**src/design/core_pkg.sv**
```systemverilog
package core_pkg;

	localparam int xlen       = 32;
	localparam int reg_count  = 16;
	localparam int reg_addr_w = 4;

	localparam logic [xlen-1:0] reset_pc = 32'h0000_0000;

	// Major opcodes of the supported subset
	localparam logic [6:0] opc_lui    = 7'b0110111;
	localparam logic [6:0] opc_opimm  = 7'b0010011;
	localparam logic [6:0] opc_op     = 7'b0110011;
	localparam logic [6:0] opc_load   = 7'b0000011;
	localparam logic [6:0] opc_store  = 7'b0100011;
	localparam logic [6:0] opc_branch = 7'b1100011;
	localparam logic [6:0] opc_jal    = 7'b1101111;

	localparam logic [6:0] f7_base = 7'b0000000;
	localparam logic [6:0] f7_sub  = 7'b0100000; // SUB only

	typedef enum logic [2:0] {
		op_lui,
		op_alui,
		op_alur,
		op_load,
		op_store,
		op_branch,
		op_jal,
		op_none
	} op_class_e;

	typedef enum logic [2:0] {
		alu_add,
		alu_sub,
		alu_and,
		alu_or,
		alu_xor,
		alu_pass_b
	} alu_op_e;

endpackage

```
**src/design/core_regfile.sv**
```systemverilog
`timescale 1ns/1ps

module core_regfile import core_pkg::*; (
	input  logic                  clock,
	input  logic                  arst_n,
	input  logic                  wen,
	input  logic [reg_addr_w-1:0] waddr,
	input  logic [xlen-1:0]       wdata,
	input  logic [reg_addr_w-1:0] raddr1,
	input  logic [reg_addr_w-1:0] raddr2,
	output logic [xlen-1:0]       rdata1,
	output logic [xlen-1:0]       rdata2
);

	logic [xlen-1:0] regs [1:reg_count-1]; // No storage behind x0

	always_ff @(posedge clock or negedge arst_n) begin
		if (!arst_n) begin
			for (int i = 1; i < reg_count; i++)
				regs[i] <= '0;
		end else if (wen && waddr != '0) begin
			regs[waddr] <= wdata;
		end
	end

	assign rdata1 = (raddr1 == '0) ? '0 : regs[raddr1];
	assign rdata2 = (raddr2 == '0) ? '0 : regs[raddr2];

endmodule

```
**src/design/core_ifu.sv**
```systemverilog
`timescale 1ns/1ps

module core_ifu import core_pkg::*; (
	input  logic            clock,
	input  logic            arst_n,
	input  logic            wb_valid,
	input  logic [xlen-1:0] next_pc,
	input  logic            ibus_arready,
	input  logic [xlen-1:0] ibus_rdata,
	input  logic            ibus_rvalid,
	input  logic            if_ready,
	output logic [xlen-1:0] ibus_araddr,
	output logic            ibus_arvalid,
	output logic            ibus_rready,
	output logic            if_valid,
	output logic [xlen-1:0] if_inst,
	output logic [xlen-1:0] if_pc
);

	typedef enum logic [1:0] {
		s_addr,
		s_data,
		s_wait
	} state_e;

	state_e          state;
	logic [xlen-1:0] pc;

	always_ff @(posedge clock or negedge arst_n) begin
		if (!arst_n) begin
			state    <= s_addr;
			pc       <= reset_pc;
			if_valid <= 1'b0;
		end else begin
			case (state)
				s_addr: if (ibus_arready) state <= s_data;
				s_data: if (ibus_rvalid) begin
					state    <= s_wait;
					if_valid <= 1'b1;
				end
				s_wait: if (wb_valid) begin // Previous instruction retired
					state <= s_addr;
					pc    <= next_pc;
				end
				default: state <= s_addr;
			endcase
			if (if_valid && if_ready)
				if_valid <= 1'b0;
		end
	end

	always_ff @(posedge clock) begin
		if (state == s_data && ibus_rvalid)
			if_inst <= ibus_rdata;
	end

	assign ibus_araddr  = pc;
	assign ibus_arvalid = (state == s_addr);
	assign ibus_rready  = (state == s_data);
	assign if_pc        = pc; // PC only moves on wb_valid

endmodule

```
**src/design/core_idu.sv**
```systemverilog
`timescale 1ns/1ps

module core_idu import core_pkg::*; (
	input  logic                  clock,
	input  logic                  arst_n,
	input  logic                  if_valid,
	input  logic [xlen-1:0]       if_inst,
	input  logic [xlen-1:0]       if_pc,
	input  logic                  id_ready,
	output logic                  if_ready,
	output logic                  id_valid,
	output op_class_e             id_class,
	output alu_op_e               id_alu_op,
	output logic [reg_addr_w-1:0] id_rs1,
	output logic [reg_addr_w-1:0] id_rs2,
	output logic [reg_addr_w-1:0] id_rd,
	output logic [xlen-1:0]       id_imm,
	output logic [xlen-1:0]       id_pc,
	output logic                  id_wen
);

	logic [6:0]            opcode;
	logic [2:0]            funct3;
	logic [6:0]            funct7;
	logic [reg_addr_w-1:0] rd;
	logic [xlen-1:0]       imm_i;
	logic [xlen-1:0]       imm_s;
	logic [xlen-1:0]       imm_b;
	logic [xlen-1:0]       imm_u;
	logic [xlen-1:0]       imm_j;
	logic [xlen-1:0]       imm;
	op_class_e             cls;
	alu_op_e               alu;

	assign opcode = if_inst[6:0];
	assign funct3 = if_inst[14:12];
	assign funct7 = if_inst[31:25];
	assign rd     = if_inst[10:7]; // RV32E has only 16 registers

	assign imm_i = {{20{if_inst[31]}}, if_inst[31:20]};
	assign imm_s = {{20{if_inst[31]}}, if_inst[31:25], if_inst[11:7]};
	assign imm_b = {{19{if_inst[31]}}, if_inst[31], if_inst[7], if_inst[30:25], if_inst[11:8], 1'b0};
	assign imm_u = {if_inst[31:12], 12'b0};
	assign imm_j = {{11{if_inst[31]}}, if_inst[31], if_inst[19:12], if_inst[20], if_inst[30:21], 1'b0};

	always_comb begin
		cls = op_none;
		alu = alu_add;
		imm = imm_i;
		case (opcode)
			opc_lui: begin
				cls = op_lui;
				alu = alu_pass_b;
				imm = imm_u;
			end
			opc_opimm: begin
				cls = op_alui;
				case (funct3)
					3'b000: alu = alu_add;
					3'b100: alu = alu_xor;
					3'b110: alu = alu_or;
					3'b111: alu = alu_and;
					default: cls = op_none;
				endcase
			end
			opc_op: begin
				cls = op_alur;
				case ({funct7, funct3})
					{f7_base, 3'b000}: alu = alu_add;
					{f7_sub, 3'b000}:  alu = alu_sub;
					{f7_base, 3'b100}: alu = alu_xor;
					{f7_base, 3'b110}: alu = alu_or;
					{f7_base, 3'b111}: alu = alu_and;
					default: cls = op_none;
				endcase
			end
			opc_load: cls = (funct3 == 3'b010) ? op_load : op_none;
			opc_store: begin
				cls = (funct3 == 3'b010) ? op_store : op_none;
				imm = imm_s;
			end
			opc_branch: begin
				// BEQ goes as alu_sub and BNE as alu_xor, which sets the compare sense in exu
				cls = (funct3[2:1] == 2'b00) ? op_branch : op_none;
				alu = funct3[0] ? alu_xor : alu_sub;
				imm = imm_b;
			end
			opc_jal: begin
				cls = op_jal;
				imm = imm_j;
			end
			default: cls = op_none;
		endcase
	end

	assign if_ready = !id_valid || id_ready;

	always_ff @(posedge clock or negedge arst_n) begin
		if (!arst_n)
			id_valid <= 1'b0;
		else if (if_ready)
			id_valid <= if_valid;
	end

	always_ff @(posedge clock) begin
		if (if_valid && if_ready) begin
			id_class  <= cls;
			id_alu_op <= alu;
			id_rs1    <= if_inst[18:15];
			id_rs2    <= if_inst[23:20];
			id_rd     <= rd;
			id_imm    <= imm;
			id_pc     <= if_pc;
			id_wen    <= !(cls inside {op_store, op_branch, op_none}) && (rd != '0);
		end
	end

endmodule

```
**src/design/core_exu.sv**
```systemverilog
`timescale 1ns/1ps

module core_exu import core_pkg::*; (
	input  logic                  clock,
	input  logic                  arst_n,
	input  logic                  id_valid,
	input  op_class_e             id_class,
	input  alu_op_e               id_alu_op,
	input  logic [xlen-1:0]       id_imm,
	input  logic [xlen-1:0]       id_pc,
	input  logic [reg_addr_w-1:0] id_rd,
	input  logic                  id_wen,
	input  logic [xlen-1:0]       src1,
	input  logic [xlen-1:0]       src2,
	input  logic                  ex_ready,
	output logic                  id_ready,
	output logic                  ex_valid,
	output op_class_e             ex_class,
	output logic [xlen-1:0]       ex_result,
	output logic [xlen-1:0]       ex_store_data,
	output logic [reg_addr_w-1:0] ex_rd,
	output logic                  ex_wen,
	output logic [xlen-1:0]       ex_pc,
	output logic [xlen-1:0]       ex_next_pc
);

	logic [xlen-1:0] opb;
	logic [xlen-1:0] alu_out;
	logic [xlen-1:0] seq_pc;
	logic            taken;

	assign opb = (id_class inside {op_alur, op_branch}) ? src2 : id_imm;

	always_comb begin
		case (id_alu_op)
			alu_sub:    alu_out = src1 - opb;
			alu_and:    alu_out = src1 & opb;
			alu_or:     alu_out = src1 | opb;
			alu_xor:    alu_out = src1 ^ opb;
			alu_pass_b: alu_out = opb; // LUI
			default:    alu_out = src1 + opb; // Also the LW and SW address
		endcase
	end

	assign seq_pc = id_pc + 32'd4;
	assign taken  = (id_class == op_branch) &&
		((id_alu_op == alu_sub) ? (src1 == src2) : (src1 != src2));

	assign id_ready = !ex_valid || ex_ready;

	always_ff @(posedge clock or negedge arst_n) begin
		if (!arst_n)
			ex_valid <= 1'b0;
		else if (id_ready)
			ex_valid <= id_valid;
	end

	always_ff @(posedge clock) begin
		if (id_valid && id_ready) begin
			ex_class      <= id_class;
			ex_result     <= (id_class == op_jal) ? seq_pc : alu_out;
			ex_store_data <= src2;
			ex_rd         <= id_rd;
			ex_wen        <= id_wen;
			ex_pc         <= id_pc;
			ex_next_pc    <= (taken || id_class == op_jal) ? id_pc + id_imm : seq_pc;
		end
	end

endmodule

```
**src/design/core_lsu.sv**
```systemverilog
`timescale 1ns/1ps

module core_lsu import core_pkg::*; (
	input  logic                  clock,
	input  logic                  arst_n,
	input  logic                  ex_valid,
	input  op_class_e             ex_class,
	input  logic [xlen-1:0]       ex_result,
	input  logic [xlen-1:0]       ex_store_data,
	input  logic [reg_addr_w-1:0] ex_rd,
	input  logic                  ex_wen,
	input  logic [xlen-1:0]       ex_pc,
	input  logic [xlen-1:0]       ex_next_pc,
	input  logic                  dbus_arready,
	input  logic [xlen-1:0]       dbus_rdata,
	input  logic                  dbus_rvalid,
	input  logic                  dbus_awready,
	input  logic                  dbus_wready,
	input  logic                  dbus_bvalid,
	output logic                  ex_ready,
	output logic [xlen-1:0]       dbus_araddr,
	output logic                  dbus_arvalid,
	output logic                  dbus_rready,
	output logic [xlen-1:0]       dbus_awaddr,
	output logic                  dbus_awvalid,
	output logic [xlen-1:0]       dbus_wdata,
	output logic                  dbus_wvalid,
	output logic                  dbus_bready,
	output logic                  wb_valid,
	output logic [xlen-1:0]       next_pc,
	output logic                  rf_wen,
	output logic [reg_addr_w-1:0] rf_waddr,
	output logic [xlen-1:0]       rf_wdata,
	output logic                  commit_valid,
	output logic [xlen-1:0]       commit_pc,
	output logic [reg_addr_w-1:0] commit_rd,
	output logic                  commit_wen,
	output logic [xlen-1:0]       commit_data
);

	typedef enum logic [2:0] {
		s_idle,
		s_rd_addr,
		s_rd_data,
		s_write,
		s_write_resp,
		s_commit
	} state_e;

	state_e          state;
	logic            aw_done;
	logic            w_done;
	logic [xlen-1:0] addr;
	logic [xlen-1:0] store_data;
	logic            ex_fire;
	logic            no_mem;
	logic            load_done;

	assign ex_ready  = (state == s_idle);
	assign ex_fire   = ex_valid && ex_ready;
	assign no_mem    = !(ex_class inside {op_load, op_store});
	assign load_done = (state == s_rd_data) && dbus_rvalid;

	always_ff @(posedge clock or negedge arst_n) begin
		if (!arst_n) begin
			state        <= s_idle;
			aw_done      <= 1'b0;
			w_done       <= 1'b0;
			commit_valid <= 1'b0;
		end else begin
			commit_valid <= 1'b0;
			case (state)
				s_idle: if (ex_valid) begin
					if (ex_class == op_load)
						state <= s_rd_addr;
					else if (ex_class == op_store)
						state <= s_write;
					else begin
						state        <= s_commit;
						commit_valid <= 1'b1;
					end
				end
				s_rd_addr: if (dbus_arready) state <= s_rd_data;
				s_rd_data: if (dbus_rvalid) begin
					state        <= s_commit;
					commit_valid <= 1'b1;
				end
				s_write: begin
					// Address and data may be accepted on different edges
					aw_done <= aw_done || dbus_awready;
					w_done  <= w_done || dbus_wready;
					if ((aw_done || dbus_awready) && (w_done || dbus_wready))
						state <= s_write_resp;
				end
				s_write_resp: if (dbus_bvalid) begin
					state        <= s_commit;
					commit_valid <= 1'b1;
					aw_done      <= 1'b0;
					w_done       <= 1'b0;
				end
				default: state <= s_idle;
			endcase
		end
	end

	always_ff @(posedge clock) begin
		if (ex_fire) begin
			addr        <= ex_result;
			store_data  <= ex_store_data;
			commit_pc   <= ex_pc;
			commit_rd   <= ex_rd;
			commit_wen  <= ex_wen;
			commit_data <= ex_result;
			next_pc     <= ex_next_pc;
		end
		if (load_done)
			commit_data <= dbus_rdata;
	end

	// The write lands on the edge that raises commit_valid
	assign rf_wen   = (ex_fire && no_mem && ex_wen) || (load_done && commit_wen);
	assign rf_waddr = load_done ? commit_rd : ex_rd;
	assign rf_wdata = load_done ? dbus_rdata : ex_result;

	assign dbus_araddr  = addr;
	assign dbus_arvalid = (state == s_rd_addr);
	assign dbus_rready  = (state == s_rd_data);
	assign dbus_awaddr  = addr;
	assign dbus_awvalid = (state == s_write) && !aw_done;
	assign dbus_wdata   = store_data;
	assign dbus_wvalid  = (state == s_write) && !w_done;
	assign dbus_bready  = (state == s_write_resp);

	assign wb_valid = commit_valid;

endmodule

```
**src/design/core_top.sv**
```systemverilog
`timescale 1ns/1ps

module core_top import core_pkg::*; (
	input  logic                  clock,
	input  logic                  arst_n,

	output logic [xlen-1:0]       ibus_araddr,
	output logic                  ibus_arvalid,
	input  logic                  ibus_arready,
	input  logic [xlen-1:0]       ibus_rdata,
	input  logic                  ibus_rvalid,
	output logic                  ibus_rready,

	output logic [xlen-1:0]       dbus_araddr,
	output logic                  dbus_arvalid,
	input  logic                  dbus_arready,
	input  logic [xlen-1:0]       dbus_rdata,
	input  logic                  dbus_rvalid,
	output logic                  dbus_rready,
	output logic [xlen-1:0]       dbus_awaddr,
	output logic                  dbus_awvalid,
	input  logic                  dbus_awready,
	output logic [xlen-1:0]       dbus_wdata,
	output logic                  dbus_wvalid,
	input  logic                  dbus_wready,
	input  logic                  dbus_bvalid,
	output logic                  dbus_bready,

	output logic                  commit_valid,
	output logic [xlen-1:0]       commit_pc,
	output logic [reg_addr_w-1:0] commit_rd,
	output logic                  commit_wen,
	output logic [xlen-1:0]       commit_data
);

	logic                  wb_valid;
	logic [xlen-1:0]       next_pc;

	logic                  if_valid;
	logic                  if_ready;
	logic [xlen-1:0]       if_inst;
	logic [xlen-1:0]       if_pc;

	logic                  id_valid;
	logic                  id_ready;
	op_class_e             id_class;
	alu_op_e               id_alu_op;
	logic [reg_addr_w-1:0] id_rs1;
	logic [reg_addr_w-1:0] id_rs2;
	logic [reg_addr_w-1:0] id_rd;
	logic [xlen-1:0]       id_imm;
	logic [xlen-1:0]       id_pc;
	logic                  id_wen;
	logic [xlen-1:0]       src1;
	logic [xlen-1:0]       src2;

	logic                  ex_valid;
	logic                  ex_ready;
	op_class_e             ex_class;
	logic [xlen-1:0]       ex_result;
	logic [xlen-1:0]       ex_store_data;
	logic [reg_addr_w-1:0] ex_rd;
	logic                  ex_wen;
	logic [xlen-1:0]       ex_pc;
	logic [xlen-1:0]       ex_next_pc;

	logic                  rf_wen;
	logic [reg_addr_w-1:0] rf_waddr;
	logic [xlen-1:0]       rf_wdata;

	// Stage ports share their names with the nets above
	core_ifu core_ifu_i (.*);
	core_idu core_idu_i (.*);
	core_exu core_exu_i (.*);
	core_lsu core_lsu_i (.*);

	core_regfile core_regfile_i (
		.clock  (clock),
		.arst_n (arst_n),
		.wen    (rf_wen),
		.waddr  (rf_waddr),
		.wdata  (rf_wdata),
		.raddr1 (id_rs1),
		.raddr2 (id_rs2),
		.rdata1 (src1),
		.rdata2 (src2)
	);

endmodule

```
**config.mk**
```make
export PLATFORM = sky130hd
export DESIGN_NAME = core_top
export DESIGN_NICKNAME = d
export VERILOG_FILES = /design/src/design/core_pkg.sv /design/src/design/core_regfile.sv /design/src/design/core_ifu.sv /design/src/design/core_idu.sv /design/src/design/core_exu.sv /design/src/design/core_lsu.sv /design/src/design/core_top.sv
export SDC_FILE = /design/constraint.sdc
export NUM_CORES = 2
export LEC_CHECK = 0
export BUFFER_PORTS_ARGS = -buffer_cell sky130_fd_sc_hd__buf_2
export CORE_ASPECT_RATIO = 0.7
export CORE_UTILIZATION = 40
export DETAILED_ROUTE_END_ITERATION = 6
export PLACE_DENSITY = 0.54
export SYNTH_ARGS = -nofsm -noshare
export SYNTH_HDL_FRONTEND = slang
export SYNTH_SLANG_ARGS = --single-unit
```
**constraint.sdc**
```tcl
create_clock -name clock -period 8.15 [get_ports clock]
set_input_delay 1.63 -clock clock [delete_from_list [all_inputs] [get_ports clock]]
set_output_delay 1.63 -clock clock [all_outputs]
set_load 0.05 [all_outputs]
```
==> results.cfg <==
[setup_path]
crit_type = flip-flop to flip-flop
crit_fanout = 11
worstPathCellList = buf_4 -> mux4_2 -> a22oi_1 -> o21ai_0 -> mux2i_1 -> nand3_1 -> nor2_1 -> a21oi_1 -> xnor2_1 -> ha_1 -> and3_1 -> nand3_1 -> or3_1 -> o221ai_1 -> a21oi_1 -> o21ai_0 -> a31o_2 -> a31oi_1 -> nor3_1 -> nor3b_2
r2r_cells = 20
cpLargestDelayFamily = compound AO/OA/AOI/OAI gates
start_kind = flip-flop
worst-path-buf-inv = 1
cp-endpoint = core_exu_i.ex_result[31]
crit_arrival_ns = 8.08
r2r_start = core_idu_i.id_rs2[0]
worstSetupStartpoint = core_idu_i.id_rs2[0]
cp_slowest_cell = mux2i_1
cp.required_ns = 8.61
reg2reg_slack_ns = 0.53
critPathMaxStageDelay_ns = 0.96
reg2reg_to = core_exu_i.ex_result[31]
critical_path_depth = 20
endpoint_kind = flip-flop

[route]
drtPass1Iterations = 6
ant_nets = 0
drc_errors = 0
wl_mm = 157.2
num_vias = 34400
viasPerCell = 5.792
wire_per_inst_microns = 26.46
drtIter0Drc = 3391

[synthesis]
ys.flop_type = dfrtp_1
synth-seq-area-share = 0.5326
synthCells = 4119
syn_avg_cell_area_sq_um = 11.66
ys_types = 89
yosysTopAreaCell = dfrtp_1
yosys_register_bits = 939
ys_warn_count = 0
syn_nets = 4322
syn-cell-area_sq_um = 48020
async_flop_share = 0.5570
yosys.area.top_type_share = 0.2725
synth_edf_count = 416
synthTopCellsByArea = dfrtp_1 (27%), edfxtp_1 (26%), mux4_2 (8.4%)

[sta]
rsz0062_at_grt = no
worst_slack_ns = 0.5310
drv_slew = 0
setup_violations = 0
min_period_ns = 7.619
finalCritPeriodShare = 0.9349
hold_violations = 0
clock.fmax_ghz = 0.1313
fin_skew_ns = 0.03664
worst_pin_slew_ns = 1.360
setup_tns_ns = 0
slew_headroom = 0.08173

[finish]
syn2layout_area_growth_pct = 13.12
fin_nets = 4509
final_util = 0.4600
drive_gt1_frac = 0.2041

[clocking]
clkTransAtPathRegs_ns = 0.06
cts_setup_buffers = 0
cts.sinks = 939
numCtsBuffers = 97
tritoncts = built
cts-resized-gates = 0
hold_buffers = 0
clockBufferDepth = 3
clk_latency_ns = 0.74
htree_levels = 3
cts-root-buf = clkbuf_16

[global_route]
overflow = 0
antenna_found_initial = 6
grt_pass1_vias = 32780
grt_pass1_wl_mm = 230.6
grtUsageTotal = 0.2583
grt_max_degree = 162

[job]
cap_violations = 0

[power]
power.density_nw_per_um2 = 384.6
vdd_drop_max_v = 0.0002039
leakagePower_nw = 22.98

[floorplan]
core-area_sq_um = 118100
die_area_sq_um = 121500
start_util = 0.4066
io_pins = 278
die_y_microns = 291.9
die_x_microns = 416.1
rows = 105

[place]
post-place-ws_ns = 0.9262
gp_congestion = 0.9314
io_buffers = 277
dp_hpwl_mm = 108.5

[status]
status = completed

[hold_path]
hold_path.class = flip-flop to flip-flop
-- cell type report --
type / instances / area [sq um]
clock buffer: 125 / 2674
timing repair buffer: 401 / 2402
multi-input combinational: 2736 / 20520
tap: 1551 / 1941
antenna: 3 / 7.507
clock inverter: 54 / 699.4
fill: 10860 / 63780
sequential: 939 / 25580
inverter: 131 / 496.7
-- per-layer routing --
metal | up-vias | global-route usage | routed length, microns
met5 | - | 0 | 0
met4 | 0 | 0.06516 | 4173
met3 | 218 | 0.05154 | 12180
met2 | 1290 | 0.3669 | 65520
met1 | 17450 | 0.3993 | 75290
li1 | 15450 | - | -
-- metrics by stage --
stage	std cells	hold WS [ns]	cell area (sq um)	total power, mW
final	5940	0.4148	54320	20.90
after global routing	5937	0.4231	54320	22.02
after CTS	5937	0.4140	54310	20.94
after detailed placement	5758	0.4045	50940	16.12
after global placement	5758	0.4024	50940	16.03
after floorplan	4119	0.4003	48020	13.46
-- synthesized netlist by cell type, types with 7 or more instances --
cell and instances:
or2_2 7, o211ai_1 16, or3_1 10, nor2b_1 37
o221ai_1 34, a211oi_1 13, a31oi_1 14, buf_4 46
nand4_1 14, mux4_2 180, nor2_1 361, nand2_1 388
o31ai_1 8, mux2i_1 167, and3_1 14, mux2_2 93
ha_1 128, xnor2_1 87, a21o_1 63, nand2b_1 28
nand3_1 34, and2_1 17, dfrtp_1 523, buf_1 15
inv_1 127, a21oi_1 338, buf_2 32, a41oi_1 7
a22oi_1 15, o21a_1 13, a221o_1 27, a221oi_1 34
edfxtp_1 416, xor2_1 51, o22ai_1 25, buf_6 12
nor4_1 11, clkbuf_1 201, o32ai_1 11, a22o_1 7
o21ai_0 355, nor3_1 35
-- cells in the final DEF, fill, tap and decap left out, types with 34 or more instances in the layout --
| cell type | n |
|---|---|
| a21oi_1 | 338 |
| a221oi_1 | 34 |
| nand2_1 | 383 |
| edfxtp_1 | 416 |
| buf_2 | 276 |
| inv_1 | 126 |
| nor2_1 | 354 |
| ha_1 | 128 |
| dfrtp_1 | 523 |
| xnor2_1 | 87 |
| o221ai_1 | 34 |
| mux4_2 | 180 |
| clkbuf_16 | 98 |
| o21ai_0 | 355 |
| buf_4 | 118 |
| nor3_1 | 34 |
| mux2_2 | 93 |
| a21o_1 | 63 |
| mux2i_1 | 162 |
| xor2_1 | 51 |
-- flip-flops by register name, indices dropped and copies added (netlist names), 3 cells and up --
name                      flops
core_idu_i.id_pc             32
core_exu_i.ex_class           3
core_exu_i.ex_rd              4
core_idu_i.id_class           3
core_regfile_i.regs         480
core_lsu_i.dbus_wdata        32
core_idu_i.id_imm            32
core_ifu_i.ibus_araddr       32
core_lsu_i.next_pc           32
core_lsu_i.dbus_araddr       32
core_ifu_i.if_inst           32
core_lsu_i.commit_data       32
core_lsu_i.state              3
core_exu_i.ex_next_pc        32
core_idu_i.id_rs2             4
core_idu_i.id_alu_op          3
core_exu_i.ex_pc             32
core_lsu_i.commit_rd          4
core_idu_i.id_rs1             4
core_exu_i.ex_result         32
core_exu_i.ex_store_data     32
core_lsu_i.commit_pc         32
core_idu_i.id_rd              4
-- kinds of logic after synthesis --
group / synth area share
buffers and inverters: 0.04317
muxes: 0.1464
DFF: 0.5326
and+or+nand+nor: 0.08895
xor gates and xnor gates: 0.02551
AOI/OAI and AO/OA: 0.1291
adders and majority gates: 0.03418
-- worst min path at each step --
stage                              startpoint                endpoint  slack, ns  cells after the start
floorplan                 core_idu_i.id_rd[0]     core_exu_i.ex_rd[0]       0.40                      0
global placement    core_exu_i.ex_next_pc[15]  core_lsu_i.next_pc[15]       0.40                      0
detailed placement        core_idu_i.id_rd[0]     core_exu_i.ex_rd[0]       0.40                      0
CTS                 core_exu_i.ex_next_pc[24]  core_lsu_i.next_pc[24]       0.41                      0
global route        core_exu_i.ex_next_pc[20]  core_lsu_i.next_pc[20]       0.42                      0
finish              core_exu_i.ex_next_pc[27]  core_lsu_i.next_pc[27]       0.41                      0
-- where the power goes --
part / switching [mW] / internal (mW)
sequential: 1.17 / 6.82
combinational: 5.22 / 2.91
clock: 2.05 / 2.73
Note: power is estimated with default switching activity, not from simulation.
